--- config.mk ---
export PLATFORM = sky130hd
export DESIGN_NAME = wb_host_port
export DESIGN_NICKNAME = d
export VERILOG_FILES = /design/src/design/mips_pkg.sv /design/src/design/wb_host_port.sv
export SDC_FILE = /design/constraint.sdc
export NUM_CORES = 1
export LEC_CHECK = 0
export ABC_AREA = 1
export BUFFER_PORTS_ARGS = -buffer_cell sky130_fd_sc_hd__buf_2
export CAP_MARGIN = 10
export CORE_AREA = 2 2 62 64
export CTS_CLUSTER_DIAMETER = 120
export DETAILED_ROUTE_END_ITERATION = 12
export DIE_AREA = 0 0 64 66
export MAX_ROUTING_LAYER = met4
export PLACE_DENSITY = 0.72
export SLEW_MARGIN = 20
export SYNTH_ARGS = -nofsm -noshare
export SYNTH_HDL_FRONTEND = slang
export SYNTH_SLANG_ARGS = --single-unit
--- constraint.sdc ---
create_clock -name clk -period 0.95 [get_ports clk]
set_clock_uncertainty 0.1 [all_clocks]
set_input_delay 0.0475 -clock clk [delete_from_list [all_inputs] [get_ports clk]]
set_output_delay 0.0475 -clock clk [all_outputs]
set_load 0.01 [all_outputs]
--- src/design/mips_pkg.sv ---
package mips_pkg;

    //////////////////////////////
    // Sizes
    //////////////////////////////
    localparam int XLEN        = 32;
    localparam int REG_ADDR_W  = 5;
    localparam int IMEM_WORDS  = 64;
    localparam int IMEM_ADDR_W = $clog2(IMEM_WORDS);

    // All ones word stops the core
    localparam logic [XLEN-1:0] HALT_WORD = 32'hFFFF_FFFF;

    //////////////////////////////
    // Opcode and funct codes
    //////////////////////////////
    localparam logic [5:0] OP_RTYPE = 6'b000000;
    localparam logic [5:0] OP_ADDI  = 6'b001000;
    localparam logic [5:0] OP_ORI   = 6'b001101;
    localparam logic [5:0] OP_SLTI  = 6'b001010;

    localparam logic [5:0] FN_ADD  = 6'b100000;
    localparam logic [5:0] FN_SUB  = 6'b100010;
    localparam logic [5:0] FN_SUBU = 6'b100011;
    localparam logic [5:0] FN_AND  = 6'b100100;
    localparam logic [5:0] FN_OR   = 6'b100101;
    localparam logic [5:0] FN_NOR  = 6'b100111;
    localparam logic [5:0] FN_XOR  = 6'b100110;
    localparam logic [5:0] FN_SLT  = 6'b101010;
    localparam logic [5:0] FN_SLL  = 6'b000000;

    // ALU operations, NONE means no register write
    localparam int ALU_OP_W = 4;
    localparam logic [ALU_OP_W-1:0] ALU_ADD  = 4'd0;
    localparam logic [ALU_OP_W-1:0] ALU_SUB  = 4'd1;
    localparam logic [ALU_OP_W-1:0] ALU_AND  = 4'd2;
    localparam logic [ALU_OP_W-1:0] ALU_OR   = 4'd3;
    localparam logic [ALU_OP_W-1:0] ALU_NOR  = 4'd4;
    localparam logic [ALU_OP_W-1:0] ALU_XOR  = 4'd5;
    localparam logic [ALU_OP_W-1:0] ALU_SLT  = 4'd6;
    localparam logic [ALU_OP_W-1:0] ALU_SLL  = 4'd7;
    localparam logic [ALU_OP_W-1:0] ALU_NONE = 4'd15;

    // Wishbone word address, region in the top two bits
    localparam int WB_ADR_W = 10;
    localparam logic [1:0] REGION_IMEM = 2'b00;
    localparam logic [1:0] REGION_REGS = 2'b01;
    localparam logic [1:0] REGION_CTRL = 2'b10;

    // One instruction word seen as R-type or I-type fields
    typedef union packed {
        struct packed {
            logic [5:0] opcode;
            logic [4:0] rs;
            logic [4:0] rt;
            logic [4:0] rd;
            logic [4:0] shamt;
            logic [5:0] funct;
        } r;
        struct packed {
            logic [5:0]  opcode;
            logic [4:0]  rs;
            logic [4:0]  rt;
            logic [15:0] imm16;
        } i;
    } instr_word_u;

endpackage

--- src/design/wb_host_port.sv ---
`timescale 1ns/1ps

module wb_host_port
    import mips_pkg::*;
(
    input  logic                   clk,
    input  logic                   reset,
    input  logic                   wb_cyc,
    input  logic                   wb_stb,
    input  logic                   wb_we,
    input  logic [WB_ADR_W-1:0]    wb_adr,
    input  logic [XLEN-1:0]        wb_dat_w,
    output logic [XLEN-1:0]        wb_dat_r,
    output logic                   wb_ack,
    output logic                   imem_we,
    output logic [IMEM_ADDR_W-1:0] imem_waddr,
    output logic [XLEN-1:0]        imem_wdata,
    output logic [REG_ADDR_W-1:0]  host_raddr,
    input  logic [XLEN-1:0]        host_rdata,
    input  logic                   halted,
    output logic                   start
);

    logic [1:0] region;
    logic       wr_cycle;

    // Top two address bits pick the region
    assign region   = wb_adr[WB_ADR_W-1 -: 2];
    // Writes take effect on the ack cycle only
    assign wr_cycle = wb_ack && wb_we;

    //////////////////////////////
    // Single cycle ack
    //////////////////////////////
    always_ff @(posedge clk)
    begin
        if (reset)
            wb_ack <= 1'b0;
        else
            wb_ack <= wb_cyc && wb_stb && !wb_ack;
    end

    // Memory load and start pulse
    assign imem_we    = wr_cycle && (region == REGION_IMEM);
    assign imem_waddr = wb_adr[IMEM_ADDR_W-1:0];
    assign imem_wdata = wb_dat_w;
    assign start      = wr_cycle && (region == REGION_CTRL);

    // Read mux, sampled by the master while ack is high
    assign host_raddr = wb_adr[REG_ADDR_W-1:0];
    always_comb
    begin
        case (region)
            REGION_REGS: wb_dat_r = host_rdata;
            REGION_CTRL: wb_dat_r = {{(XLEN-1){1'b0}}, halted};
            default:     wb_dat_r = '0;
        endcase
    end

endmodule

# After elaboration in Yosys (flattened, before gate mapping)
# Cells that the tools add are included.
# classes
n_eq_ne,2
mux,1
reduce_logical,7
# ops
operator,count
32-bit case mux with 2 select lines,1
1-bit logical AND,5
2-bit by 1-bit == test with 1-bit output (second input constant),1
2-bit == test (second input constant),1
2-bit zero test,1
1-bit zero test,1
# word_totals
in_bits,80
wordCells,11
register_bits,1
out_inout_bits,78

# Logic depth before layout (Yosys ltp)
# depth
depth_word,2
ltp_mapped,5

# Worst setup path after synthesis
# Ideal clock, no wire load.
# synth_path
kind,input -> output
startpoint,input wb_adr[9]
endpoint,output wb_dat_r[0]
slack_ps,147
cell_stages,4
path_buffers,0
arrival_time_ps,655
cell_sequence,inv_1 > ha_1 > nand2_1 > a21oi_1
# synth_via
elab_chain_cells,2
word_cells_on_any_way,3
cone_classes,eq/ne: 2; mux: 1
# synth_lines
element,line,text
"start, declared",wb_host_port.sv:11,"input logic [WB_ADR_W-1:0] wb_adr,"
2-bit == test / 2-bit by 1-bit == test with 1-bit output (equally long branches),wb_host_port.sv:53,case (region)
32-bit case mux with 2 select lines (*),wb_host_port.sv:53,
"end, declared",wb_host_port.sv:13,"output logic [XLEN-1:0] wb_dat_r,"
# Mark *: on every way between the ends. The rest lies on a longest branch, timed or not.

# Worst setup path in the final report
# layout_path
startpoint,input wb_adr[9]
endpoint,output wb_dat_r[5]
# The elaborated chain is that of the path after synthesis.

==> impl_metrics.ini <==
[synthesis]
synth-warning-count = 0
yosysUniqueCellTypes = 9
synth_area_leaders = buf_4, inv_1, nand2_1
seq_area_frac_synth_pct = 2.89
syn_area_per_cell_um2 = 5.67
syn-cell-area_um2 = 692
syn_nets = 205
synth_top_area_share_pct = 46.7
syn_inst = 122
ys_seq_elements = 1
yosysTopAreaCell = buf_4

[critical_path]
slowest_delay_ns = 0.15
cp-endpoint = wb_dat_r[5]
crit_top_cell = buf_12
timing.rr.end = wb_ack
cp.required_ns = 0.80
path_max_fanout = 7
critPathArrivalTime_ns = 0.83
slowest_stage = ha_4
critPathKind = input port to output port
startpoint = wb_adr[9]
end_kind = output port
path_cells = buf_8 -> inv_6 -> ha_4 -> buf_12 -> buf_12 -> nand2_1 -> inv_1 -> buf_2
worstReg2RegStart = wb_ack
reg2reg_depth = 1
regToRegSetupSlack_ns = 0.30
critPathLaunchType = input port

[floorplanning]
core.rowCount = 22
start_util_pct = 19.5
io_pins = 158
die_w_um = 64
core_area_um2 = 3550
die_h_um = 66
die_area_um2 = 4220

[placed_design]
dp_slack_ns = -0.104
placed_cells = 201
portBuffers = 74
hpwlAfterDp_um = 1400
gp_congestion = 0.631

[drt]
wl_met2_um = 1590
viasPerCell = 3.71
num_vias = 902
wire_per_inst_um = 11.0
met3_length_um = 252
firstDrtPassIters = 2
drt_iter0_drc = 8
ant_nets = 0
top_layer_used = met4
wl_um = 2670
drt-met1-wl_um = 812
drcViolationCount = 0

[pwr]
power_mw = 0.622
power_density_nw_per_um2 = 430
power_leakage_nw = 0.989
vdd_drop_max_v = 0.000225

[hold_path]
whs_path_depth = 2
holdCritStartpoint = reset
hold_class = input port to register

[timing]
hold_violations = 0
layout_min_cycle_time_ns = 0.980
post-route-period-util_pct = 103
slew_headroom_pct = 84.5
slew_violations = 0
fmax_mhz = 1020
setup_ws_ns = -0.0298
whs_ns = 0.109
tightest_slew_ns = 0.232
rsz0062_at_grt = yes
finalSetupViolCount = 23

[cells_and_area]
layout-drive-gt1-share_pct = 53.8
finish.net_count = 280
top_register = wb_ack
antenna_cells = 0
stdcell_count = 243
reg_top3 = wb_ack x1
syn_to_final_growth_pct = 109
largest_reg_flops = 1
utilization_pct = 40.7

[grt]
grt_start_max_net_pins = 14
track_usage_pct = 9.72
grt_pass1_wl_um = 3350
antenna_found_initial = 0
grt_pass1_vias = 798
overflow = 0

[clocking]
clock_latency_ns = 0
clkSlewWorstSetupHoldPaths_ns = 0

[run_status]
outcome = finished with violations
violations = setup timing

[job]
drv_cap = 0
per-layer routing:
| layer | track usage, % | vias to the layer above |
|---|---|---|
| li1 | - | 439 |
| met1 | 8.65 | 390 |
| met2 | 22.0 | 71 |
| met3 | 1.02 | 2 |
| met4 | 0.815 | 0 |
| met5 | - | - |
report_power, final:
part           internal (mW)  switching [mW]  total (mW)
Clock                      0               0           0
Sequential            0.0446         0.00140      0.0460
Combinational          0.319           0.258       0.576
synthesized netlist by cell type:
cell     instances
buf_4           43
inv_1           34
nand2_1         34
buf_6            3
ha_1             3
and3_1           2
a21oi_1          1
dfxtp_1          1
nor3_1           1
how the worst min path moves through the flow:
stage	to	slack, ns
2_1_floorplan	wb_ack	0.02
3_3_place_gp	imem_wdata[0]	-0.005
3_5_place_dp	imem_wdata[0]	-0.005
4_1_cts	wb_ack	0.11
5_1_grt	wb_ack	0.12
6_report	wb_ack	0.11
cells in the final DEF, fill, tap and decap left out:
| cell | netlist | routed |
|---|---|---|
| nand2_2 | 0 | 4 |
| inv_6 | 0 | 1 |
| and3_1 | 2 | 2 |
| nand2_4 | 0 | 7 |
| buf_12 | 0 | 3 |
| dlygate4sd3_1 | 0 | 38 |
| buf_8 | 0 | 1 |
| inv_2 | 0 | 9 |
| buf_16 | 0 | 2 |
| dfxtp_1 | 1 | 1 |
| nand2_1 | 34 | 23 |
| buf_6 | 3 | 11 |
| nor3_1 | 1 | 1 |
| ha_1 | 3 | 1 |
| a21oi_2 | 0 | 1 |
| ha_4 | 0 | 2 |
| buf_2 | 0 | 64 |
| inv_1 | 34 | 24 |
metrics by stage:
stage / area [um^2] / setup TNS (ns)
2_1_floorplan: 692 / 0
3_3_place_gp: 801 / -1.01
3_5_place_dp: 801 / -2.47
4_1_cts: 1310 / -0.341
5_1_grt: 1450 / -1.34
6_report: 1450 / -0.209
cells by family after synthesis:
logic type                 Yosys count  share of synthesized area [%]
AOI/OAI and AO/OA                    1                          0.723
and+or+nand+nor                     37                           21.0
adders and majority gates            3                           5.43
buffers and inverters               80                           70.0
DFF                                  1                           2.89
timing repair:
action                                  in CTS  in global routing
endpoints found under the hold margin       43                  0
cloned                                       2                  0
resized for setup                           17                 33
pin swaps                                    4                  7
endpoints found under the setup margin      32                 32
hold buffers                                38                  0
setup buffers                                1                  1
cell type report:
| type | instances | area, um^2 |
|---|---|---|
| sequential | 1 | 20.0 |
| tap | 48 | 60.1 |
| fill | 364 | 2100 |
| multi-input combinational | 41 | 279 |
| timing repair buffer | 119 | 955 |
| inverter | 34 | 133 |
worst max-delay path, delay by kind of cell:
kind	cells	cell delay, ns
adder cells (fa/ha/maj)	1	0.15
buffers and inverters	6	0.57
AND/OR/NAND/NOR	1	0.06
Power figures use the tool's default switching activity.
