`src/design/mips_pkg.sv`:
```
package mips_pkg;

    //////////////////////////////
    // Sizes
    //////////////////////////////
    localparam int XLEN        = 32;
    localparam int REG_ADDR_W  = 5;
    localparam int IMEM_WORDS  = 64;
    localparam int IMEM_ADDR_W = $clog2(IMEM_WORDS);

    // All ones word stops the core
    localparam logic [XLEN-1:0] HALT_WORD = 32'hFFFF_FFFF;

    //////////////////////////////
    // Opcode and funct codes
    //////////////////////////////
    localparam logic [5:0] OP_RTYPE = 6'b000000;
    localparam logic [5:0] OP_ADDI  = 6'b001000;
    localparam logic [5:0] OP_ORI   = 6'b001101;
    localparam logic [5:0] OP_SLTI  = 6'b001010;

    localparam logic [5:0] FN_ADD  = 6'b100000;
    localparam logic [5:0] FN_SUB  = 6'b100010;
    localparam logic [5:0] FN_SUBU = 6'b100011;
    localparam logic [5:0] FN_AND  = 6'b100100;
    localparam logic [5:0] FN_OR   = 6'b100101;
    localparam logic [5:0] FN_NOR  = 6'b100111;
    localparam logic [5:0] FN_XOR  = 6'b100110;
    localparam logic [5:0] FN_SLT  = 6'b101010;
    localparam logic [5:0] FN_SLL  = 6'b000000;

    // ALU operations, NONE means no register write
    localparam int ALU_OP_W = 4;
    localparam logic [ALU_OP_W-1:0] ALU_ADD  = 4'd0;
    localparam logic [ALU_OP_W-1:0] ALU_SUB  = 4'd1;
    localparam logic [ALU_OP_W-1:0] ALU_AND  = 4'd2;
    localparam logic [ALU_OP_W-1:0] ALU_OR   = 4'd3;
    localparam logic [ALU_OP_W-1:0] ALU_NOR  = 4'd4;
    localparam logic [ALU_OP_W-1:0] ALU_XOR  = 4'd5;
    localparam logic [ALU_OP_W-1:0] ALU_SLT  = 4'd6;
    localparam logic [ALU_OP_W-1:0] ALU_SLL  = 4'd7;
    localparam logic [ALU_OP_W-1:0] ALU_NONE = 4'd15;

    // Wishbone word address, region in the top two bits
    localparam int WB_ADR_W = 10;
    localparam logic [1:0] REGION_IMEM = 2'b00;
    localparam logic [1:0] REGION_REGS = 2'b01;
    localparam logic [1:0] REGION_CTRL = 2'b10;

    // One instruction word seen as R-type or I-type fields
    typedef union packed {
        struct packed {
            logic [5:0] opcode;
            logic [4:0] rs;
            logic [4:0] rt;
            logic [4:0] rd;
            logic [4:0] shamt;
            logic [5:0] funct;
        } r;
        struct packed {
            logic [5:0]  opcode;
            logic [4:0]  rs;
            logic [4:0]  rt;
            logic [15:0] imm16;
        } i;
    } instr_word_u;

endpackage

```
`src/design/instr_mem.sv`:
```
`timescale 1ns/1ps

module instr_mem
    import mips_pkg::*;
(
    input  logic                   clk,
    input  logic [XLEN-1:0]        pc,
    output instr_word_u            instr,
    input  logic                   imem_we,
    input  logic [IMEM_ADDR_W-1:0] imem_waddr,
    input  logic [XLEN-1:0]        imem_wdata
);

    // Word storage, filled by the host
    logic [XLEN-1:0] mem [IMEM_WORDS];

    // PC is a byte address, words step by 4
    logic [IMEM_ADDR_W-1:0] rd_addr;

    assign rd_addr = pc[IMEM_ADDR_W+1:2];

    //////////////////////////////
    // Host write port
    //////////////////////////////
    always_ff @(posedge clk)
    begin
        if (imem_we)
        begin
            mem[imem_waddr] <= imem_wdata;
        end
    end

    // Registered read, word shows up one cycle after pc
    always_ff @(posedge clk)
    begin
        instr <= mem[rd_addr];
    end

endmodule

```
`config.mk`:
```
export PLATFORM = sky130hd
export DESIGN_NAME = instr_mem
export DESIGN_NICKNAME = d
export VERILOG_FILES = /design/src/design/mips_pkg.sv /design/src/design/instr_mem.sv
export SDC_FILE = /design/constraint.sdc
export NUM_CORES = 2
export LEC_CHECK = 0
export ABC_CLOCK_PERIOD_IN_PS = 6100
export BUFFER_PORTS_ARGS = -buffer_cell sky130_fd_sc_hd__buf_4
export CAP_MARGIN = 20
export CORE_UTILIZATION = 35
export CTS_BUF_LIST = sky130_fd_sc_hd__clkbuf_4
export DETAILED_ROUTE_END_ITERATION = 8
export GPL_TIMING_DRIVEN = 0
export PLACE_DENSITY = 0.51
export RECOVER_POWER = 25
export SYNTH_ARGS = -nofsm -noshare
export SYNTH_HDL_FRONTEND = slang
export SYNTH_SLANG_ARGS = --single-unit
```
`constraint.sdc`:
```
create_clock -name clk -period 6.1 [get_ports clk]
set_input_delay 1.22 -clock clk [delete_from_list [all_inputs] [get_ports clk]]
set_output_delay 1.22 -clock clk [all_outputs]
set_load 0.02 [all_outputs]
```
# == Yosys cells after proc, flatten, opt, wreduce, memory -nomap -nowiden ==
# Memories as Yosys holds them, arrays and structs flattened. A register that Yosys moved wholly into a read port is not among the register bits.
# Index checks and enable logic that the tools add are counted.
# classes
n_div,0
addsub,0
eq_ne,0
n_mul,0
n_lt_le_gt_ge,0
bitwise_logic,0
mux,2
reduce_logical,0
shift,0
# op_table
operator,count
$mux 1,2
# word_totals
ff_bits,0
latchBits,0
ramBits,2048
mem_count,1
out_inout_bits,32
inputBits,72
romBits,0
# memory_table
name,depth,width,read_ports,rd_ports_with_merged_regs,wr,line_no,text
mem,64,32,1,1,1,instr_mem.sv:15,logic [XLEN-1:0] mem [IMEM_WORDS];

# == Longest topological paths before layout ==
# depth
word_depth,2
ltp_mapped,10
ltp_nobuf,5

# == Least setup slack after synthesis ==
# OpenSTA, ideal clock, no wires.
# synth_timing
path_kind,input to register
start,input port imem_waddr[3]
end,"memory mem[48][0], enable pin"
t_required_ps,5639
setup_slack_ps,1720
path_buffers,1
setup_time_ps,461
cell_stages,4
arrival_ps,3919
path_cell_list,clkbuf_1 -> nor2b_1 -> nand4b_1 -> nor3_1
# synth_lines
element,line_no,text
from (decl),instr_mem.sv:10,"input logic [IMEM_ADDR_W-1:0] imem_waddr,"
to (decl),instr_mem.sv:15,
# Straight into the memory's write port.

==> results.py <==
metrics = {
    "run_status": {
        "status": "complete, but fails checks",
        "violations": "max-capacitance violations, max-slew violations",
    },
    "layout": {
        "fill_cells": 19800,
        "drive_gt1_frac": 0.390,
        "area_growth_pct": 17.8,
        "regArea_mm2": 0.0621,
        "fin_cells": 7457,
        "multi_input_area_mm2": 0.0160,
        "post-route-util": 0.416,
        "nets": 4155,
    },
    "die": {
        "fp-row-count": 173,
        "die_w_um": 476,
        "dieArea_mm2": 0.226,
        "core-area_mm2": 0.223,
        "boundaryPins": 104,
        "die_y_um": 476,
        "initial_utilization": 0.353,
    },
    "pwr": {
        "power_mw": 30.1,
        "leakagePower_nw": 29.3,
        "p_per_area_mw_per_mm2": 325,
        "peakVddDrop_mv": 0.220,
    },
    "yosys": {
        "syn-num-nets": 3396,
        "synth_top_flop_cell": "edfxtp_1",
        "postSynthAreaPerCell_um2": 23.6,
        "synth_top_area_frac": 0.783,
        "synth_edf_count": 2048,
        "ys_warn_count": 0,
        "synth_cells": 3324,
        "yosysSeqAreaShare": 0.791,
        "synth-seq-cells": 2080,
        "yosysTopAreaCell": "edfxtp_1",
        "synth_cell_types": 34,
        "ys_top_cells_by_area": "edfxtp_1 (78%), mux4_2 (16%), mux2i_1 (1.2%)",
        "synth_common_cells": "edfxtp_1 (2,048), mux4_2 (544), nor2_1 (137)",
        "synth_most_common_cell": "edfxtp_1",
        "synth-async-reset-ratio": 0,
        "synthesis.area_mm2": 0.0785,
    },
    "clocking": {
        "cts_setup_buffers": 0,
        "clk_path_buf_depth": 4,
        "cts-resized-gates": 0,
        "cts_root_buf": "clkbuf_4",
        "numCtsBuffers": 571,
        "cts_sinks": 2080,
        "path_clk_slew_ns": 0.07,
        "postCtsHoldBufs": 0,
        "cts_tree": "done",
        "htree_levels": 6,
        "clock_latency_ns": 1.37,
    },
    "sta": {
        "timing_hold_violations_final": 0,
        "fmax_ghz": 0.236,
        "finalCriticalPeriod_ns": 4.24,
        "rsz0062_at_grt": "false",
        "fin_worst_skew_ns": 0.130,
        "setup-violations-final": 0,
        "fin_crit_sh": 0.695,
        "tightest_slew_ns": 3.69,
        "finalMaxSlewViolations": 1563,
        "relSlewSlack": -1.46,
    },
    "placed_design": {
        "dp_hpwl_um": 163000,
        "gp_congestion": 0.885,
        "io_buffers": 69,
        "dp.cells": 6482,
    },
    "grt": {
        "grt_pass1_wl_um": 346000,
        "grt_remaining_overflow": 0,
        "grt_antenna_before_repair": 25,
        "grt_max_degree": 65,
        "grt_pass1_vias": 41700,
        "track_usage": 0.227,
    },
    "route": {
        "viasPerCell": 5.52,
        "drt-pass1-iter-count": 6,
        "antenna_left": 0,
        "drc": 0,
        "vias": 41200,
        "finalWirelength_um": 256000,
        "wl_per_cell_um": 34.3,
        "drtIter0Drc": 5589,
    },
    "critical_path": {
        "critPathKind": "input pin to register",
        "worstPathArrival_ns": 5.37,
        "slowest_stage": "o22ai_1",
        "end_kind": "register",
        "r2r_slack_ns": 3.13,
        "crit_chain": "buf_2, buf_2, clkbuf_1, mux4_2, mux4_2, o22ai_1, nor2_1",
        "max_stage_delay_ns": 0.96,
        "path_buf_inv": 3,
        "start_kind": "input pin",
        "cp.required_ns": 7.23,
        "path_max_fanout": 10,
        "crit_family": "buffers and inverters",
    },
    "min_path": {
        "worst_hold_path_type": "input pin to register",
    },
    "job": {
        "drv_cap": 24,
    },
}
## where the power goes
part / switching (mW) / total [mW] / leakage (nW) / internal (mW)
sequential: 0.0293 / 15.9 / 18.7 / 15.8
combinational: 1.21 / 1.79 / 6.41 / 0.574
clock: 5.78 / 12.4 / 4.21 / 6.62
## cells in the final DEF, fill, tap and decap left out, drive strengths merged
cell type | synthesis | routed
a311oi | 8 | 8
nand2 | 26 | 26
and3 | 4 | 4
nor3 | 7 | 7
nand3b | 5 | 5
mux2i | 93 | 93
a22oi | 12 | 12
nand2b | 8 | 8
mux4 | 544 | 544
a21oi | 62 | 62
nor2b | 15 | 15
or3b | 5 | 5
o32ai | 4 | 4
clkbuf | 74 | 942
nand4 | 2 | 2
a41o | 4 | 4
nor2 | 137 | 137
nand3 | 5 | 5
or2 | 3 | 3
diode | 0 | 19
o22ai | 84 | 84
edfxtp | 2048 | 2048
a31oi | 1 | 1
dfxtp | 32 | 32
inv | 0 | 13
nand4b | 1 | 1
and2 | 2 | 2
buf | 108 | 270
bufinv | 0 | 8
o221ai | 27 | 27
or3 | 3 | 3
clkinv | 0 | 87
clkinvlp | 0 | 1
## state kept, by name, summed over array words and instances (netlist names)
| name | cells |
|---|---|
| instr | 32 |
| mem | 2048 |
## path summary, 6_finish.rpt
kind,startpoint,end,cells after the start
max,pc[3],instr[18],7
min,imem_wdata[13],mem[18][13],1
max reg2reg,mem[15][18],instr[18],4
min reg2reg,mem[13][4],instr[4],4
## kinds of logic after synthesis
| logic type | share of synthesized area |
|---|---|
| buf+inv | 0.0113 |
| mux | 0.168 |
| flops | 0.791 |
| simple gates | 0.0127 |
| compound gates | 0.0167 |
## metal layers
| layer | routed length (um) | track usage | up-vias |
|---|---|---|---|
| li1 | - | - | 16200 |
| met1 | 103000 | 0.305 | 22300 |
| met5 | 70 | 0 | - |
| met2 | 123000 | 0.364 | 2227 |
| met4 | 7860 | 0.0773 | 10 |
| met3 | 22100 | 0.0515 | 432 |
## layout make-up
type / count / share of cell area
flip-flops and latches: 2080 / 0.672
multi-input cells: 1062 / 0.173
clock buffers: 844 / 0.0685
well taps: 2975 / 0.0402
repair buffers: 186 / 0.0298
plain buffers: 182 / 0.00963
clock inverters: 109 / 0.00691
diodes: 19 / 0.000514
## per-stage QoR
step | hold slack [ns] | setup TNS (ns) | setup slack (ns) | area [um2]
after CTS | 0.291 | 0 | 2.26 | 92500
after global placement | 0.931 | -459.49 | -1.74 | 82800
after detailed placement | 0.950 | 0 | 0.799 | 85500
after global routing | 0.470 | 0 | 2.14 | 92500
final | 0.548 | 0 | 1.86 | 92500
after floorplan | 0.663 | 0 | 1.72 | 78500
## worst reg2reg max path, stage by stage, from the launching register on
cell	delay (ns)
edfxtp_1	0.37
mux4_2	0.49
mux4_2	0.53
o22ai_1	0.96
nor2_1	0.43
(Power assumes the default switching activity.)
