--- config.mk ---
export PLATFORM = sky130hd
export DESIGN_NAME = reg_file
export DESIGN_NICKNAME = d
export VERILOG_FILES = /design/src/design/mips_pkg.sv /design/src/design/reg_file.sv
export SDC_FILE = /design/constraint.sdc
export NUM_CORES = 2
export LEC_CHECK = 0
export ABC_CLOCK_PERIOD_IN_PS = 6700
export BUFFER_PORTS_ARGS = -buffer_cell sky130_fd_sc_hd__buf_2
export CAP_MARGIN = 20
export CORE_AREA = 2 2 396 319
export DETAILED_ROUTE_END_ITERATION = 8
export DIE_AREA = 0 0 398 321
export PLACE_DENSITY = 0.67
export SLEW_MARGIN = 10
export SYNTH_ARGS = -nofsm -noshare
export SYNTH_HDL_FRONTEND = slang
export SYNTH_SLANG_ARGS = --single-unit
--- constraint.sdc ---
create_clock -name clk -period 6.7 [get_ports clk]
set_input_delay 1.005 -clock clk [delete_from_list [all_inputs] [get_ports clk]]
set_output_delay 1.005 -clock clk [all_outputs]
set_load 0.02 [all_outputs]
--- src/design/mips_pkg.sv ---
package mips_pkg;

    //////////////////////////////
    // Sizes
    //////////////////////////////
    localparam int XLEN        = 32;
    localparam int REG_ADDR_W  = 5;
    localparam int IMEM_WORDS  = 64;
    localparam int IMEM_ADDR_W = $clog2(IMEM_WORDS);

    // All ones word stops the core
    localparam logic [XLEN-1:0] HALT_WORD = 32'hFFFF_FFFF;

    //////////////////////////////
    // Opcode and funct codes
    //////////////////////////////
    localparam logic [5:0] OP_RTYPE = 6'b000000;
    localparam logic [5:0] OP_ADDI  = 6'b001000;
    localparam logic [5:0] OP_ORI   = 6'b001101;
    localparam logic [5:0] OP_SLTI  = 6'b001010;

    localparam logic [5:0] FN_ADD  = 6'b100000;
    localparam logic [5:0] FN_SUB  = 6'b100010;
    localparam logic [5:0] FN_SUBU = 6'b100011;
    localparam logic [5:0] FN_AND  = 6'b100100;
    localparam logic [5:0] FN_OR   = 6'b100101;
    localparam logic [5:0] FN_NOR  = 6'b100111;
    localparam logic [5:0] FN_XOR  = 6'b100110;
    localparam logic [5:0] FN_SLT  = 6'b101010;
    localparam logic [5:0] FN_SLL  = 6'b000000;

    // ALU operations, NONE means no register write
    localparam int ALU_OP_W = 4;
    localparam logic [ALU_OP_W-1:0] ALU_ADD  = 4'd0;
    localparam logic [ALU_OP_W-1:0] ALU_SUB  = 4'd1;
    localparam logic [ALU_OP_W-1:0] ALU_AND  = 4'd2;
    localparam logic [ALU_OP_W-1:0] ALU_OR   = 4'd3;
    localparam logic [ALU_OP_W-1:0] ALU_NOR  = 4'd4;
    localparam logic [ALU_OP_W-1:0] ALU_XOR  = 4'd5;
    localparam logic [ALU_OP_W-1:0] ALU_SLT  = 4'd6;
    localparam logic [ALU_OP_W-1:0] ALU_SLL  = 4'd7;
    localparam logic [ALU_OP_W-1:0] ALU_NONE = 4'd15;

    // Wishbone word address, region in the top two bits
    localparam int WB_ADR_W = 10;
    localparam logic [1:0] REGION_IMEM = 2'b00;
    localparam logic [1:0] REGION_REGS = 2'b01;
    localparam logic [1:0] REGION_CTRL = 2'b10;

    // One instruction word seen as R-type or I-type fields
    typedef union packed {
        struct packed {
            logic [5:0] opcode;
            logic [4:0] rs;
            logic [4:0] rt;
            logic [4:0] rd;
            logic [4:0] shamt;
            logic [5:0] funct;
        } r;
        struct packed {
            logic [5:0]  opcode;
            logic [4:0]  rs;
            logic [4:0]  rt;
            logic [15:0] imm16;
        } i;
    } instr_word_u;

endpackage

--- src/design/reg_file.sv ---
`timescale 1ns/1ps

module reg_file
    import mips_pkg::*;
(
    input  logic                  clk,
    input  logic                  reset,
    input  logic [REG_ADDR_W-1:0] ra_idx,
    input  logic [REG_ADDR_W-1:0] rb_idx,
    output logic [XLEN-1:0]       ra_data,
    output logic [XLEN-1:0]       rb_data,
    input  logic                  wr_en,
    input  logic [REG_ADDR_W-1:0] wr_idx,
    input  logic [XLEN-1:0]       wr_data,
    input  logic [REG_ADDR_W-1:0] host_raddr,
    output logic [XLEN-1:0]       host_rdata
);

    logic [XLEN-1:0] regs [2**REG_ADDR_W];
    logic            wr_live;

    // r0 is never written, so it reads zero after reset
    assign wr_live = wr_en && (wr_idx != '0);

    // Same cycle write shows through to the core ports
    function automatic logic [XLEN-1:0] read_port(input logic [REG_ADDR_W-1:0] idx);
        logic hit;
        hit = wr_live && (wr_idx == idx);
        return hit ? wr_data : regs[idx];
    endfunction

    assign ra_data    = read_port(ra_idx);
    assign rb_data    = read_port(rb_idx);
    // Host only reads a halted core
    assign host_rdata = regs[host_raddr];

    always_ff @(posedge clk)
    begin
        if (reset)
        begin
            for (int k = 0; k < 2**REG_ADDR_W; k++)
                regs[k] <= '0;
        end
        else if (wr_live)
        begin
            regs[wr_idx] <= wr_data;
        end
    end

endmodule

Word level (Yosys, flattened, before mapping)
Memories as Yosys holds them, arrays and structs flattened.
Cells that the tools add are included.
{"block": "word_totals", "regBits": 0, "out_inout_bits": 96, "input_bits": 55, "memories": 1, "ramBits": 1024}
{"memory": "regs", "words": 32, "word_bits": 32, "rd": 3, "rd_clocked_by_memory_dff": 0, "write_ports": 32, "line_no": "reg_file.sv:19", "rtl": "logic [XLEN-1:0] regs [2**REG_ADDR_W];"}
{"block": "classes", "n_mux": 10, "n_eq_ne": 2, "n_reduce_logical": 5}
{"op": "$mux W32", "n": 3}
{"op": "$reduce_or A32 Y1", "n": 1}
{"op": "$eq A5 B5 Y1", "n": 2}
{"op": "$mux W1", "n": 6}
{"op": "$mux W5", "n": 1}
{"op": "$reduce_bool A5 Y1", "n": 1}
{"op": "$logic_and A1 B1 Y1", "n": 3}

Logic depth before layout (Yosys ltp)
{"block": "depth", "depth_word": 7, "mapped_depth": 8}

Least setup slack after synthesis
OpenSTA, ideal clock, no wires.
{"block": "synth_path", "kind": "input to output", "start": "input port rb_idx[0]", "end": "output port rb_data[10]", "required_ns": 5.695, "path_slack_ns": 2.819, "path_stages": 7, "n_path_buf": 3, "t_arrival_ns": 2.876, "cell_sequence": "buf_2 -> buf_4 -> buf_4 -> mux4_2 -> o22ai_1 -> or4_1 -> o21ai_0"}
{"block": "synth_between", "elab_chain_cells": 3, "elab_cells_between_ends": 4, "classes_between": "1 x eq/ne; 1 x mux; 1 x reduce/logical; 1 x memory"}
{"element": "start, declared", "line_no": "reg_file.sv:9", "rtl": "input logic [REG_ADDR_W-1:0] rb_idx,"}
{"element": "branches (longest 2 deep; another with $mem_v2 Z32 W32)"}
{"element": "$mux W32 *", "line_no": "reg_file.sv:29", "rtl": "return hit ? wr_data : regs[idx];"}
{"element": "end, declared", "line_no": "reg_file.sv:11", "rtl": "output logic [XLEN-1:0] rb_data,"}
Mark *: on every way between the ends.

Final worst setup path
{"block": "layout_path", "start": "input port rb_idx[3]", "end": "output port rb_data[4]"}
The elaborated chain is that of the path after synthesis.

==> results.cfg <==
[placed_design]
place.gp.congestion = 0.8930
dp_slack_ps = 1578
portBuffers = 150
dp_hpwl_mm = 127.2

[floorplanning]
fp-row-count = 116
initial_core_util = 0.4954
fp.dieW_um = 398
core_area_um2 = 124100
fp.dieH_um = 321
dieArea_um2 = 127800
io_pins = 151

[worst_setup_path]
worstPathArrival_ps = 4150
crit_fanout = 18
required_ps = 5690
startpoint = rb_idx[3]
cp-endpoint = rb_data[4]
cp-start-kind = input pin
worstSetupEndpointType = output pin
critPathKind = input pin to output pin

[power_and_ir_drop]
power.total_w = 0.01665
combinationalPowerShare = 0.154
p_int_w = 0.01223
p_sw_w = 0.004419
power_density_nw_per_um2 = 246.0
max-vdd-ir-drop_uv = 207.6
clockPowerShare = 0.386
switching_share = 0.2654
p_leak_nw = 22.48
power_frac_seq = 0.460

[synthesis]
yosysUniqueCellTypes = 35
synth-edff-count = 1024
yosys.area.top_type_share = 0.5002
synth_area_leader_cell = edfxtp_1
synth-adder-area-share = 0
synthArstFlopShare = 0
synth_top_flop_cell = edfxtp_1
synthMuxAreaShare = 0.3107
postSynthCellCount = 3911
synth_xor_area_frac = 0.001425
synth_area_leaders = edfxtp_1 (50%), mux4_2 (30%), and2_1 (10%), o22ai_1 (2.6%), clkbuf_1 (1.8%)
synth_compound_area_frac = 0.03146
yosysWarnings = 0
ys_seq_elements = 1024
seq_area_frac_synth = 0.5002
netlist_area_um2 = 61480
synth-simple-area-share = 0.1224
synth_top_family_by_area = multiplexers
syn_avg_cell_area_um2 = 15.72

[clocking]
ctsResizeCount = 0
root_buffer = clkbuf_16
cts_tree = built
cts-root-to-sink-buffers = 3
clk_pin_slew_worst_paths_ps = 60
hold_buffers = 0
numCtsBuffers = 108
h-tree-depth = 3
cts_setup_buffers = 0
cts_sinks = 1024

[sta]
layout_setup_ws_ps = 1546
drv_slew = 0
fin_tns_setup_ps = 0
setup-violations-final = 0
tightest_slew_ps = 1171
rsz0062_at_grt = no
max-slew-margin-rel = 0.2192
fin_crit_ps = 5155
fin_crit_sh = 0.7693
hold_violations = 0
fmax_mhz = 194.0

[finish]
drive_gt1_frac = 0.3521
largest_reg_flops = 1024
area_growth_pct = 10.11
final_core_util = 0.5455
regArea_um2 = 30750
largest-register = regs
fill_cells = 9728
finalNetCount = 3936
multi_input_area_um2 = 29040
reg.largest.list = regs (1024)

[route]
drc_errors = 0
avgViaCountPerCell = 7.323
first_pass_iters = 6
wire_per_inst_um = 39.26
ant_nets = 0
num_vias = 41240
wirelength_mm = 221.1
dr.first_iter.drc_count = 8175

[global_routing]
grt_pass1_vias = 39600
grt_pass1_wl_mm = 308.9
gr-total-overflow = 0
track_usage = 0.3484
antenna_found_initial = 21
grt_start_max_net_pins = 93

[job]
maxCapViolations = 0

[hold_path]
hold_depth = 1
hp-start = reset
hold_class = input pin to flip-flop

[outcome]
status = complete, no violations
==> cell usage in the layout, fill, tap and decap left out, types with 4 or more instances in the layout <==
cell type and count:
clkinvlp_4 4, xor2_1 4, or2_2 31, mux2_2 32, nor2_4 31, nand2_1 64, clkinv_2 27, buf_12 15
and2_1 992, buf_4 127, nand3_1 5, clkbuf_16 109, conb_1 32, diode_2 7, buf_2 141, or4_1 64
nor2_1 4, bufinv_16 18, mux4_2 830, xnor2_1 6, o21ai_0 63, o22ai_1 252, or3b_2 5, buf_8 6
mux2i_1 5, clkinv_1 18, nand3b_1 12, clkbuf_1 17, edfxtp_1 1024
==> worst min path at each step <==
stage | slack, ps | end
finish | 850 | regs[0][9]
global route | 790 | regs[0][13]
CTS | 770 | regs[0][13]
detailed placement | 1570 | regs[0][10]
global placement | 1560 | regs[0][10]
floorplan | 1200 | regs[1][31]
==> synth_stat cells, types with 31 or more instances <==
cell type / number
edfxtp_1: 1024
and2_1: 992
mux4_2: 830
clkbuf_1: 297
o22ai_1: 252
buf_2: 83
nand2_1: 67
or4_1: 64
o21ai_0: 63
buf_4: 56
nor2_1: 35
mux2_2: 32
or2_2: 31
==> critical path, stage by stage <==
cell and delay, ps:
buf_2 320, nor2_1 110, nand2_2 670, buf_4 470, o22ai_1 110, or4_1 590
o21ai_0 570, buf_2 290
==> routing by layer <==
metal	track usage	up-vias	routed length [um]
li1	-	15670	-
met1	0.5056	21220	80770
met2	0.4962	3777	95730
met3	0.1062	570	35010
met4	0.1312	8	9547
met5	0	-	60
==> final cells by class <==
cell class / instances / area share
antenna: 7 / 0.0002588
clock buffer: 126 / 0.04124
clock inverter: 76 / 0.01344
multi-input combinational: 2455 / 0.4290
sequential: 1024 / 0.4543
tap: 1652 / 0.03054
timing repair buffer: 292 / 0.03126
==> power by group through the flow <==
| stage | clock network (W) | logic (W) | registers [W] |
|---|---|---|---|
| 6_report | 0.00642 | 0.00256 | 0.00767 |
| 5_1_grt | 0.00666 | 0.00263 | 0.00771 |
| 4_1_cts | 0.00641 | 0.00253 | 0.00765 |
| 3_5_place_dp | 0 | 0.00252 | 0.00779 |
| 3_3_place_gp | 0 | 0.00251 | 0.00775 |
| 2_1_floorplan | 0 | 0.00170 | 0.00769 |
==> logic make-up after synthesis <==
family | count (synthesis)
AO/OA/AOI/OAI | 320
XOR/XNOR | 10
buffers and inverters | 463
flip-flops | 1024
multiplexers | 867
other | 1
AND/OR/NAND/NOR | 1226
==> metrics by stage <==
stage	cell area [um^2]	std cells	hold WS, ps
2_1_floorplan	61590	3942	1203
3_3_place_gp	63920	5421	1558
3_5_place_dp	63940	5422	1569
4_1_cts	67640	5624	771.9
5_1_grt	67670	5625	794.9
6_report	67690	5632	845.2
Power figures use the tool's default switching activity.
