==> src/design/mips_pkg.sv <==
package mips_pkg;

    //////////////////////////////
    // Sizes
    //////////////////////////////
    localparam int XLEN        = 32;
    localparam int REG_ADDR_W  = 5;
    localparam int IMEM_WORDS  = 64;
    localparam int IMEM_ADDR_W = $clog2(IMEM_WORDS);

    // All ones word stops the core
    localparam logic [XLEN-1:0] HALT_WORD = 32'hFFFF_FFFF;

    //////////////////////////////
    // Opcode and funct codes
    //////////////////////////////
    localparam logic [5:0] OP_RTYPE = 6'b000000;
    localparam logic [5:0] OP_ADDI  = 6'b001000;
    localparam logic [5:0] OP_ORI   = 6'b001101;
    localparam logic [5:0] OP_SLTI  = 6'b001010;

    localparam logic [5:0] FN_ADD  = 6'b100000;
    localparam logic [5:0] FN_SUB  = 6'b100010;
    localparam logic [5:0] FN_SUBU = 6'b100011;
    localparam logic [5:0] FN_AND  = 6'b100100;
    localparam logic [5:0] FN_OR   = 6'b100101;
    localparam logic [5:0] FN_NOR  = 6'b100111;
    localparam logic [5:0] FN_XOR  = 6'b100110;
    localparam logic [5:0] FN_SLT  = 6'b101010;
    localparam logic [5:0] FN_SLL  = 6'b000000;

    // ALU operations, NONE means no register write
    localparam int ALU_OP_W = 4;
    localparam logic [ALU_OP_W-1:0] ALU_ADD  = 4'd0;
    localparam logic [ALU_OP_W-1:0] ALU_SUB  = 4'd1;
    localparam logic [ALU_OP_W-1:0] ALU_AND  = 4'd2;
    localparam logic [ALU_OP_W-1:0] ALU_OR   = 4'd3;
    localparam logic [ALU_OP_W-1:0] ALU_NOR  = 4'd4;
    localparam logic [ALU_OP_W-1:0] ALU_XOR  = 4'd5;
    localparam logic [ALU_OP_W-1:0] ALU_SLT  = 4'd6;
    localparam logic [ALU_OP_W-1:0] ALU_SLL  = 4'd7;
    localparam logic [ALU_OP_W-1:0] ALU_NONE = 4'd15;

    // Wishbone word address, region in the top two bits
    localparam int WB_ADR_W = 10;
    localparam logic [1:0] REGION_IMEM = 2'b00;
    localparam logic [1:0] REGION_REGS = 2'b01;
    localparam logic [1:0] REGION_CTRL = 2'b10;

    // One instruction word seen as R-type or I-type fields
    typedef union packed {
        struct packed {
            logic [5:0] opcode;
            logic [4:0] rs;
            logic [4:0] rt;
            logic [4:0] rd;
            logic [4:0] shamt;
            logic [5:0] funct;
        } r;
        struct packed {
            logic [5:0]  opcode;
            logic [4:0]  rs;
            logic [4:0]  rt;
            logic [15:0] imm16;
        } i;
    } instr_word_u;

endpackage

==> src/design/id_ex_if.sv <==
`timescale 1ns/1ps

interface id_ex_if
    import mips_pkg::*;
();

    logic                  valid;
    logic [ALU_OP_W-1:0]   alu_op;
    // Forwarding tags for op_a and op_b, zero means no forward
    logic [REG_ADDR_W-1:0] rs_idx;
    logic [REG_ADDR_W-1:0] rt_idx;
    logic [XLEN-1:0]       op_a;
    logic [XLEN-1:0]       op_b;
    logic [REG_ADDR_W-1:0] dest;
    // Halt token travels down the pipe like an instruction
    logic                  halt;

    modport decode (
        output valid, alu_op, rs_idx, rt_idx, op_a, op_b, dest, halt
    );

    modport execute (
        input  valid, alu_op, rs_idx, rt_idx, op_a, op_b, dest, halt
    );

endinterface

==> src/design/decode_stage.sv <==
`timescale 1ns/1ps

module decode_stage
    import mips_pkg::*;
(
    input  logic                  clk,
    input  logic                  reset,
    input  logic                  start,
    input  logic                  fetch_valid,
    input  instr_word_u           instr,
    output logic [REG_ADDR_W-1:0] ra_idx,
    output logic [REG_ADDR_W-1:0] rb_idx,
    input  logic [XLEN-1:0]       ra_data,
    input  logic [XLEN-1:0]       rb_data,
    output logic                  halt_seen,
    id_ex_if.decode               ex
);

    logic [ALU_OP_W-1:0]   alu_op;
    logic [XLEN-1:0]       op_a;
    logic [XLEN-1:0]       op_b;
    logic [REG_ADDR_W-1:0] a_tag;
    logic [REG_ADDR_W-1:0] b_tag;
    logic [REG_ADDR_W-1:0] dest;
    logic                  is_halt;
    logic                  take;

    // Register reads straight from the word
    assign ra_idx = instr.r.rs;
    assign rb_idx = instr.r.rt;

    assign is_halt = (instr == HALT_WORD);
    // Words fetched behind the halt are dropped
    assign take    = fetch_valid && !halt_seen;

    //////////////////////////////
    // Operation and operand select
    //////////////////////////////
    always_comb
    begin
        alu_op = ALU_NONE;
        op_a   = ra_data;
        op_b   = rb_data;
        a_tag  = instr.r.rs;
        b_tag  = instr.r.rt;
        dest   = instr.r.rd;
        case (instr.r.opcode)
            OP_RTYPE:
            begin
                case (instr.r.funct)
                    FN_ADD:  alu_op = ALU_ADD;
                    FN_SUB,
                    FN_SUBU: alu_op = ALU_SUB;
                    FN_AND:  alu_op = ALU_AND;
                    FN_OR:   alu_op = ALU_OR;
                    FN_NOR:  alu_op = ALU_NOR;
                    FN_XOR:  alu_op = ALU_XOR;
                    FN_SLT:  alu_op = ALU_SLT;
                    FN_SLL:
                    begin
                        // Shift source is rt and the amount is shamt
                        alu_op = ALU_SLL;
                        op_a   = rb_data;
                        a_tag  = instr.r.rt;
                        op_b   = XLEN'(instr.r.shamt);
                        b_tag  = '0;
                    end
                    default: alu_op = ALU_NONE;
                endcase
            end
            // Immediate forms write rt and never forward operand B
            OP_ADDI, OP_SLTI:
            begin
                alu_op = (instr.i.opcode == OP_ADDI) ? ALU_ADD : ALU_SLT;
                op_b   = {{(XLEN-16){instr.i.imm16[15]}}, instr.i.imm16};
                b_tag  = '0;
                dest   = instr.i.rt;
            end
            OP_ORI:
            begin
                alu_op = ALU_OR;
                op_b   = {{(XLEN-16){1'b0}}, instr.i.imm16};
                b_tag  = '0;
                dest   = instr.i.rt;
            end
            default: alu_op = ALU_NONE;
        endcase
    end

    //////////////////////////////
    // id_ex register and halt detect
    //////////////////////////////
    always_ff @(posedge clk)
    begin
        if (reset)
        begin
            ex.valid  <= 1'b0;
            halt_seen <= 1'b0;
        end
        else
        begin
            ex.valid <= take;
            if (start)
                halt_seen <= 1'b0;
            else if (take && is_halt)
                halt_seen <= 1'b1;
        end
        // Payload is only meaningful with valid
        ex.alu_op <= alu_op;
        ex.rs_idx <= a_tag;
        ex.rt_idx <= b_tag;
        ex.op_a   <= op_a;
        ex.op_b   <= op_b;
        ex.dest   <= dest;
        ex.halt   <= is_halt;
    end

endmodule

==> src/flat_wrapper.sv <==
// flat-port wrapper written by rule: the top's interface ports become plain ports
module decode_stage_flat import mips_pkg::*;
  (clk, reset, start, fetch_valid, instr, ra_idx, rb_idx, ra_data, rb_data, halt_seen, ex_valid, ex_alu_op, ex_rs_idx, ex_rt_idx, ex_op_a, ex_op_b, ex_dest, ex_halt);
  id_ex_if ex_i ();
  input  logic clk;
  input  logic reset;
  input  logic start;
  input  logic fetch_valid;
  input  instr_word_u instr;
  output logic [REG_ADDR_W-1:0] ra_idx;
  output logic [REG_ADDR_W-1:0] rb_idx;
  input  logic [XLEN-1:0] ra_data;
  input  logic [XLEN-1:0] rb_data;
  output logic halt_seen;
  output wire logic [$bits(ex_i.valid)-1:0] ex_valid;
  output wire logic [$bits(ex_i.alu_op)-1:0] ex_alu_op;
  output wire logic [$bits(ex_i.rs_idx)-1:0] ex_rs_idx;
  output wire logic [$bits(ex_i.rt_idx)-1:0] ex_rt_idx;
  output wire logic [$bits(ex_i.op_a)-1:0] ex_op_a;
  output wire logic [$bits(ex_i.op_b)-1:0] ex_op_b;
  output wire logic [$bits(ex_i.dest)-1:0] ex_dest;
  output wire logic [$bits(ex_i.halt)-1:0] ex_halt;
  assign ex_valid = ex_i.valid;
  assign ex_alu_op = ex_i.alu_op;
  assign ex_rs_idx = ex_i.rs_idx;
  assign ex_rt_idx = ex_i.rt_idx;
  assign ex_op_a = ex_i.op_a;
  assign ex_op_b = ex_i.op_b;
  assign ex_dest = ex_i.dest;
  assign ex_halt = ex_i.halt;
  decode_stage u_core (.clk(clk), .reset(reset), .start(start), .fetch_valid(fetch_valid), .instr(instr), .ra_idx(ra_idx), .rb_idx(rb_idx), .ra_data(ra_data), .rb_data(rb_data), .halt_seen(halt_seen), .ex(ex_i));
endmodule
==> config.mk <==
export PLATFORM = sky130hd
export DESIGN_NAME = decode_stage_flat
export DESIGN_NICKNAME = d
export VERILOG_FILES = /design/src/design/mips_pkg.sv /design/src/design/id_ex_if.sv /design/src/design/decode_stage.sv /design/src/flat_wrapper.sv
export SDC_FILE = /design/constraint.sdc
export NUM_CORES = 1
export LEC_CHECK = 0
export BUFFER_PORTS_ARGS = -buffer_cell sky130_fd_sc_hd__buf_2
export CAP_MARGIN = 20
export CORE_MARGIN = 5
export CORE_UTILIZATION = 30
export CTS_CLUSTER_SIZE = 16
export DETAILED_ROUTE_END_ITERATION = 7
export HOLD_SLACK_MARGIN = 0.06
export PLACE_DENSITY = 0.56
export SYNTH_ARGS = -nofsm -noshare
export SYNTH_HDL_FRONTEND = slang
export SYNTH_SLANG_ARGS = --single-unit
export TNS_END_PERCENT = 100
==> constraint.sdc <==
create_clock -name clk -period 2.9 [get_ports clk]
set_clock_uncertainty 0.2 [all_clocks]
set_input_delay 0.87 -clock clk [delete_from_list [all_inputs] [get_ports clk]]
set_output_delay 0.87 -clock clk [all_outputs]
set_load 0.005 [all_outputs]
# Word level (Yosys, flattened, before mapping)
# Cells that the tools add are included.
[totals] register_bits=86 in_bits=100 output_inout_bits=96 word_cells=42
[classes] eq_ne=12 muxes=12 reduce_logical=9
[op_table] operator="32-bit 2-to-1 mux" n=3
[op_table] operator="32-bit case mux with 3 select lines" n=1
[op_table] operator="6-bit equality test, second input constant" n=8
[op_table] operator="32-bit equality test, second input constant" n=1
[op_table] operator="4-bit case mux with 8 select lines" n=1
[op_table] operator="5-bit 2-to-1 mux" n=4
[op_table] operator="6-bit by 4-bit equality test with 1-bit output, second input constant" n=3
[op_table] operator="6-bit logical NOT" n=2
[op_table] operator="4-bit case mux with 3 select lines" n=1
[op_table] operator="5-bit case mux with 2 select lines" n=1
[op_table] operator="2-bit OR reduction" n=3
[op_table] operator="3-bit 2-to-1 mux" n=1
[op_table] operator="3-bit OR reduction" n=1
[op_table] operator="1-bit logical AND" n=2
[op_table] operator="1-bit logical NOT" n=1

# Depth between registers and ports, before layout
# Gate-level depths: netlist of run 1.
[depth] ltp_word=4 depth_mapped=7 depth_no_buf=5

# Least setup slack after synthesis of run 1
# OpenSTA, ideal clock, no wires.
[synth_path] path_kind="in2reg" from="input port instr[27] in the netlist's numbering" to="register u_core.ex.op_b[10]" setup_time_ns=0.117 arrival_time_ns=2.461 required_ns=2.583 path_slack_ns=0.122 cell_stages=6 path_buffers=1 path_cell_list="or3_4 -> or3_4 -> nor4_4 -> nor2_4 -> buf_6 -> a22o_1"
[synth_between] elab_chain_len=3 elab_cells_between_ends=6 cone_classes="eq/ne: 3; mux: 1; reduce/logical: 2"
[synth_lines] element="start, declared" line_no="flat_wrapper.sv:9" text="input instr_word_u instr;"
[synth_lines] element="6-bit by 4-bit equality test with 1-bit output" line_no="decode_stage.sv:47" text="case (instr.r.opcode)"
[synth_lines] element="2-bit OR reduction" line_no="decode_stage.sv:47"
[synth_lines] element="32-bit case mux with 3 select lines *" line_no="decode_stage.sv:47"
[synth_lines] element="net u_core.op_b[10]" line_no="decode_stage.sv:21" text="logic [XLEN-1:0] op_b;"
[synth_lines] element="end, declared" line_no="id_ex_if.sv:19" text="output valid, alu_op, rs_idx, rt_idx, op_a, op_b, dest, halt"
# The timed path passes the listed nets; every way through them passes the cells marked *.
# A chain may end at the register's enable or synchronous reset.

# Worst setup path after layout of run 1
[layout_path] from="input port instr[27] in the netlist's numbering" to="register u_core.ex.op_b[11]"
# Same word-level chain as after synthesis.

==> flow_summary.json, run 1 <==
{
  "p_switching_uw": 597,
  "grt_pass1_wl_um": 15200,
  "num-nets-final": 616,
  "path_common_cell": "or3_4",
  "postRouteAntennaNets": 0,
  "worst_setup_path_end_kind": "register",
  "place_congestion": 0.801,
  "grt_max_degree": 38,
  "max_stage_delay_ns": 0.38,
  "setup_viol": 0,
  "rows": 37,
  "fmax_mhz": 395,
  "worst_ep_arrival_time_ns": 2.57,
  "synth_area_leaders": "dfxtp_1, nand2_1, a21o_1, buf_6, buf_4",
  "design.core.area_mm2": 0.0102,
  "synth_edf_count": 0,
  "seq_power_share_pct": 51.0,
  "min_period_ns": 2.53,
  "synth_flop_cell": "dfxtp_1",
  "synth_top_area_share_pct": 55.7,
  "fp.dieW_um": 112,
  "drive_gt1_share_pct": 46.7,
  "insertion_delay_ns": 0.34,
  "root_buffer": "clkbuf_8",
  "synth_cell_types": 30,
  "grt_usage_pct": 15.4,
  "ys_seq_elements": 86,
  "hpwlAfterDp_um": 7790,
  "leakage_uw": 0.00234,
  "fin_ws_ns": 0.365,
  "path_class": "in2reg",
  "powerDensity_mw_per_mm2": 568,
  "grt_pass1_vias": 2962,
  "comb_power_share_pct": 11.1,
  "pre_cts_slack_ns": 0.00541,
  "worstMarginPinSlew_ns": 0.847,
  "start_kind": "primary input",
  "internal_power_uw": 1880,
  "drv_cap": 0,
  "hold_buffers": 0,
  "synth_fa_ha_area_share_pct": 0,
  "synth-compound-area-share_pct": 12.1,
  "relSlewSlack_pct": 43.4,
  "avgViaCountPerCell": 4.38,
  "antenna_found_initial": 0,
  "syn_inst": 325,
  "final_cell_mix": "buf_2, nand2_1, dfxtp_1",
  "rsz0062_at_grt": "no",
  "drtIter0Drc": 116,
  "clk_pin_slew_ns": 0.09,
  "required_ns": 2.94,
  "yosysSeqAreaShare_pct": 55.7,
  "worst-path-max-fanout": 37,
  "fin_tns_setup_ns": 0,
  "syn_area_per_cell_um2": 9.51,
  "nFillCells": 1078,
  "start_util_pct": 30.4,
  "die_h_um": 112,
  "path_cells": "buf_2 -> or3_4 -> or3_4 -> nor4_4 -> nor2_4 -> a22o_2",
  "vias": 2874,
  "cts_tree": "built",
  "drcViolationCount": 0,
  "synth_area_mm2": 0.00309,
  "yosys_warnings": 0,
  "dieArea_mm2": 0.0124,
  "cts_max_level": 3,
  "syn_nets": 425,
  "ir_drop_mv": 0.218,
  "wl_per_cell_um": 15.0,
  "insertedDiodeCount": 0,
  "synth_area_leader_cell": "dfxtp_1",
  "synth_xor_area_share_pct": 0,
  "syn2layout_area_growth_pct": 41.3,
  "clock_sinks": 86,
  "cts_buffers": 9,
  "drt-total-wl_um": 9840,
  "postSynth.asyncResetShare_pct": 0,
  "synthSimpleGateAreaFrac_pct": 22.7,
  "pwr-share-clk_pct": 37.9,
  "outcome": "complete, no violations",
  "fin_crit_sh_pct": 87.4,
  "switching_share_pct": 24.1,
  "post_cts_buffers": 0,
  "pin_count": 196,
  "final_common_cell": "buf_2",
  "synth_mux_area_share_pct": 2.14,
  "min_path_type": "reg2reg",
  "clk_path_buf_depth": 2,
  "drtPass1Iterations": 4,
  "gr-total-overflow": 0,
  "maxSlewViolCount": 0,
  "portBuffers": 195,
  "final_hold_viol_count": 0,
  "cts_resized": 0,
  "synth_top_family_by_area": "simple AND/OR/NAND/NOR gates",
  "slowest_stage": "or3_4"
}
## power groups by stage
stage          Combinational [uW]  Sequential (uW)  Clock, uW
2_1_floorplan                91.5             1300          0
3_3_place_gp                  278             1290          0
3_5_place_dp                  280             1290          0
4_1_cts                       281             1260        973
5_1_grt                       307             1270       1020
6_report                      276             1260        940
## worst paths after layout
kind / start / cells after the start / slack (ns) / end
worst min register to register: u_core.halt_seen / 1 / 0.25 / u_core.ex.valid
worst min-delay path: u_core.halt_seen / 1 / 0.25 / u_core.ex.valid
worst max register to register: u_core.halt_seen / 1 / 2.12 / u_core.ex.valid
worst max-delay path: instr[27] / 6 / 0.37 / u_core.ex.op_b[11]
## cell usage after synthesis (2+ instances only)
cell / n
or3_4: 2
a22o_2: 7
and2_1: 5
nor4_1: 3
nand3_1: 2
dfxtp_1: 86
a21o_1: 22
nor2_1: 7
a21oi_1: 2
buf_4: 11
buf_6: 11
clkbuf_1: 6
nand4_1: 6
o21ai_0: 5
nand2_1: 119
nor3b_1: 3
mux2_2: 5
and3_1: 2
a22o_1: 9
nor3_1: 2
## critical path: cells and delay by family
kind | cells | cell delay (ns)
and+or+nand+nor | 4 | 1.33
buffers and inverters | 1 | 0.11
AOI/OAI and AO/OA | 1 | 0.26
## cell type report
type | count | area, um2 | share of cell area (%)
sequential | 86 | 1720 | 39.4
multi-input combinational | 211 | 1150 | 26.3
timing repair buffer | 208 | 1110 | 25.4
tap | 136 | 170 | 3.90
clock buffer | 9 | 124 | 2.84
clock inverter | 6 | 93.8 | 2.15
## per-layer routing
metal,share of wire [%],vias up,global-route usage (%)
met2,48,115,26.3
li1,-,1447,-
met1,43,1301,18.7
met5,0,-,0
met3,7.1,11,4.02
met4,1.5,0,5.84
## registers in the layout, summed over array words and instances (netlist names)
signal,count
u_core.ex.op_a,32
u_core.ex.rs_idx,5
u_core.halt_seen,1
u_core.ex.valid,1
u_core.ex.halt,1
u_core.ex.alu_op,4
u_core.ex.dest,5
u_core.ex.op_b,32
u_core.ex.rt_idx,5
## kinds of logic after synthesis
family / count (synthesis)
flops: 86
mux: 6
compound gates: 48
simple gates: 157
buf+inv: 28
## per-stage QoR
step	power (uW)	utilization, %	cell area [um2]	hold slack, ns	cells
finish	2480	42.9	4370	0.250	656
global route	2600	42.9	4370	0.277	656
CTS	2520	42.9	4370	0.253	656
detailed placement	1570	40.7	4150	0.243	641
global placement	1570	40.7	4150	0.231	641
floorplan	1390	-	3090	0.240	325
No activity file was read; power rests on OpenSTA's default activity.
==> inputs of run 2 (changes only) <==
Settings changed: PLACE_DENSITY 0.56 to not set, PLACE_DENSITY_LB_ADDON set to 0.2.
==> flow_summary.json, run 2 (synthesis results as in run 1) <==
{
  "outcome": "complete, no violations",
  "p_total_uw": 2350,
  "drive_gt1_share_pct": 46.6,
  "fin_crit_sh_pct": 88.2,
  "hold_buffers": 0,
  "grt_usage_pct": 14.9,
  "num-nets-final": 616,
  "final_cells": 657,
  "wl_per_cell_um": 14.6,
  "design.core.area_mm2": 0.0102,
  "leakage_uw": 0.00232,
  "post_cts_buffers": 0,
  "clock_sinks": 86,
  "cts_tree": "built",
  "worst_r2r_path_depth": 1,
  "fin_tns_setup_ns": 0,
  "setup_viol": 0,
  "cp-endpoint": "u_core.ex.op_b[15]",
  "min_period_ns": 2.56,
  "path_cells": "buf_2 -> or3_4 -> or3_4 -> nor4_4 -> nor2_4 -> a22o_2",
  "worst_setup_path_end_kind": "register",
  "insertion_delay_ns": 0.34,
  "gr-total-overflow": 0,
  "drcViolationCount": 0,
  "postRouteAntennaNets": 0,
  "final_hold_viol_count": 0,
  "cts_buffers": 9,
  "hp-start": "u_core.halt_seen",
  "clk_pin_slew_ns": 0.08,
  "grt_max_degree": 38,
  "insertedDiodeCount": 0,
  "drv_cap": 0,
  "dpl.cell_count": 641,
  "clk_path_buf_depth": 2,
  "max_stage_delay_ns": 0.38,
  "r2r_setup_slack_ns": 2.12,
  "start_kind": "primary input",
  "die_h_um": 112,
  "required_ns": 2.94,
  "vias": 2857,
  "place_congestion": 0.749,
  "slowest_stage": "or3_4",
  "drtPass1Iterations": 4,
  "grt_pass1_vias": 2852,
  "powerDensity_mw_per_mm2": 543,
  "root_buffer": "clkbuf_8",
  "portBuffers": 195,
  "rsz0062_at_grt": "no",
  "hpwlAfterDp_um": 7590,
  "drtIter0Drc": 119,
  "antenna_found_initial": 0,
  "avgViaCountPerCell": 4.35,
  "dieArea_mm2": 0.0124,
  "final_common_cell": "buf_2",
  "cts_resized": 0,
  "pin_count": 196,
  "rows": 37,
  "relSlewSlack_pct": 43.6,
  "nFillCells": 1076,
  "path_common_cell": "or3_4",
  "ir_drop_mv": 0.193,
  "worstMarginPinSlew_ns": 0.844,
  "worst-path-max-fanout": 37,
  "syn2layout_area_growth_pct": 40.0,
  "fmax_mhz": 391,
  "drt-total-wl_um": 9570,
  "fp.dieW_um": 112,
  "worst_ep_arrival_time_ns": 2.59,
  "critPathLaunch": "instr[27]",
  "maxSlewViolCount": 0,
  "start_util_pct": 30.4,
  "grt_pass1_wl_um": 14600,
  "reg_top3": "u_core.ex.op_a x32, u_core.ex.op_b x32",
  "path_class": "in2reg",
  "min_path_type": "reg2reg",
  "cts_max_level": 3,
  "final_cell_mix": "buf_2, nand2_1, dfxtp_1",
  "reg2reg_from": "u_core.halt_seen",
  "rr_endpoint": "u_core.ex.valid"
}
## run 2: cell count changes in the layout (fill, tap and decap cells not counted)
cell | previous run | this run
clkinv_2 | 0 | 2
clkinv_4 | 1 | 0
clkbuf_1 | 0 | 1
bufinv_16 | 2 | 1
clkinvlp_4 | 1 | 3
inv_6 | 2 | 0
buf_4 | 10 | 11
buf_12 | 3 | 2
## run 2: through the flow
step / util (%) / hold WS (ns) / cell area (um2) / worst slack, ns
floorplan: - / 0.240 / 3090 / 0.122
detailed placement: 40.6 / 0.235 / 4140 / -0.0147
global route: 42.5 / 0.275 / 4330 / 0.259
CTS: 42.5 / 0.247 / 4330 / 0.350
global placement: 40.6 / 0.234 / 4140 / 0.0123
finish: 42.5 / 0.243 / 4330 / 0.343
## run 2: power breakdown
group          internal, uW  switching (uW)  leakage [uW]  total, uW
sequential             1250            15.9      0.000724       1260
combinational           146             127       0.00151        273
clock                   395             419     0.0000883        815
total                  1790             563       0.00232       2350
## run 2: final cells by class
cell class                      instances  area [um2]  area share (%)
Multi-Input combinational cell        211        1150            26.5
Clock buffer                           10         128            2.95
Sequential cell                        86        1720            39.8
Clock inverter                          6        62.6            1.45
Timing Repair Buffer                  208        1100            25.4
Tap cell                              136         170            3.93
## run 2: worst min-delay path by stage
stage,to,slack [ns],cells past startpoint
after global routing,u_core.ex.valid,0.28,1
after floorplan,u_core.ex.valid,0.24,1
after detailed placement,u_core.ex.valid,0.24,1
after global placement,u_core.ex.valid,0.23,1
final,u_core.ex.valid,0.24,1
after CTS,u_core.ex.valid,0.25,1
## run 2: critical path, delay by kind of cell
family | cells | cell delay [ns]
buf+inv | 1 | 0.10
simple gates | 4 | 1.34
compound gates | 1 | 0.26
## run 2: layer usage
layer,up-vias,wire [um],GRT usage [%]
li1,1446,-,-
met1,1284,3970,17.2
met2,115,4620,25.7
met3,12,834,4.57
met4,0,153,5.76
met5,-,0,0
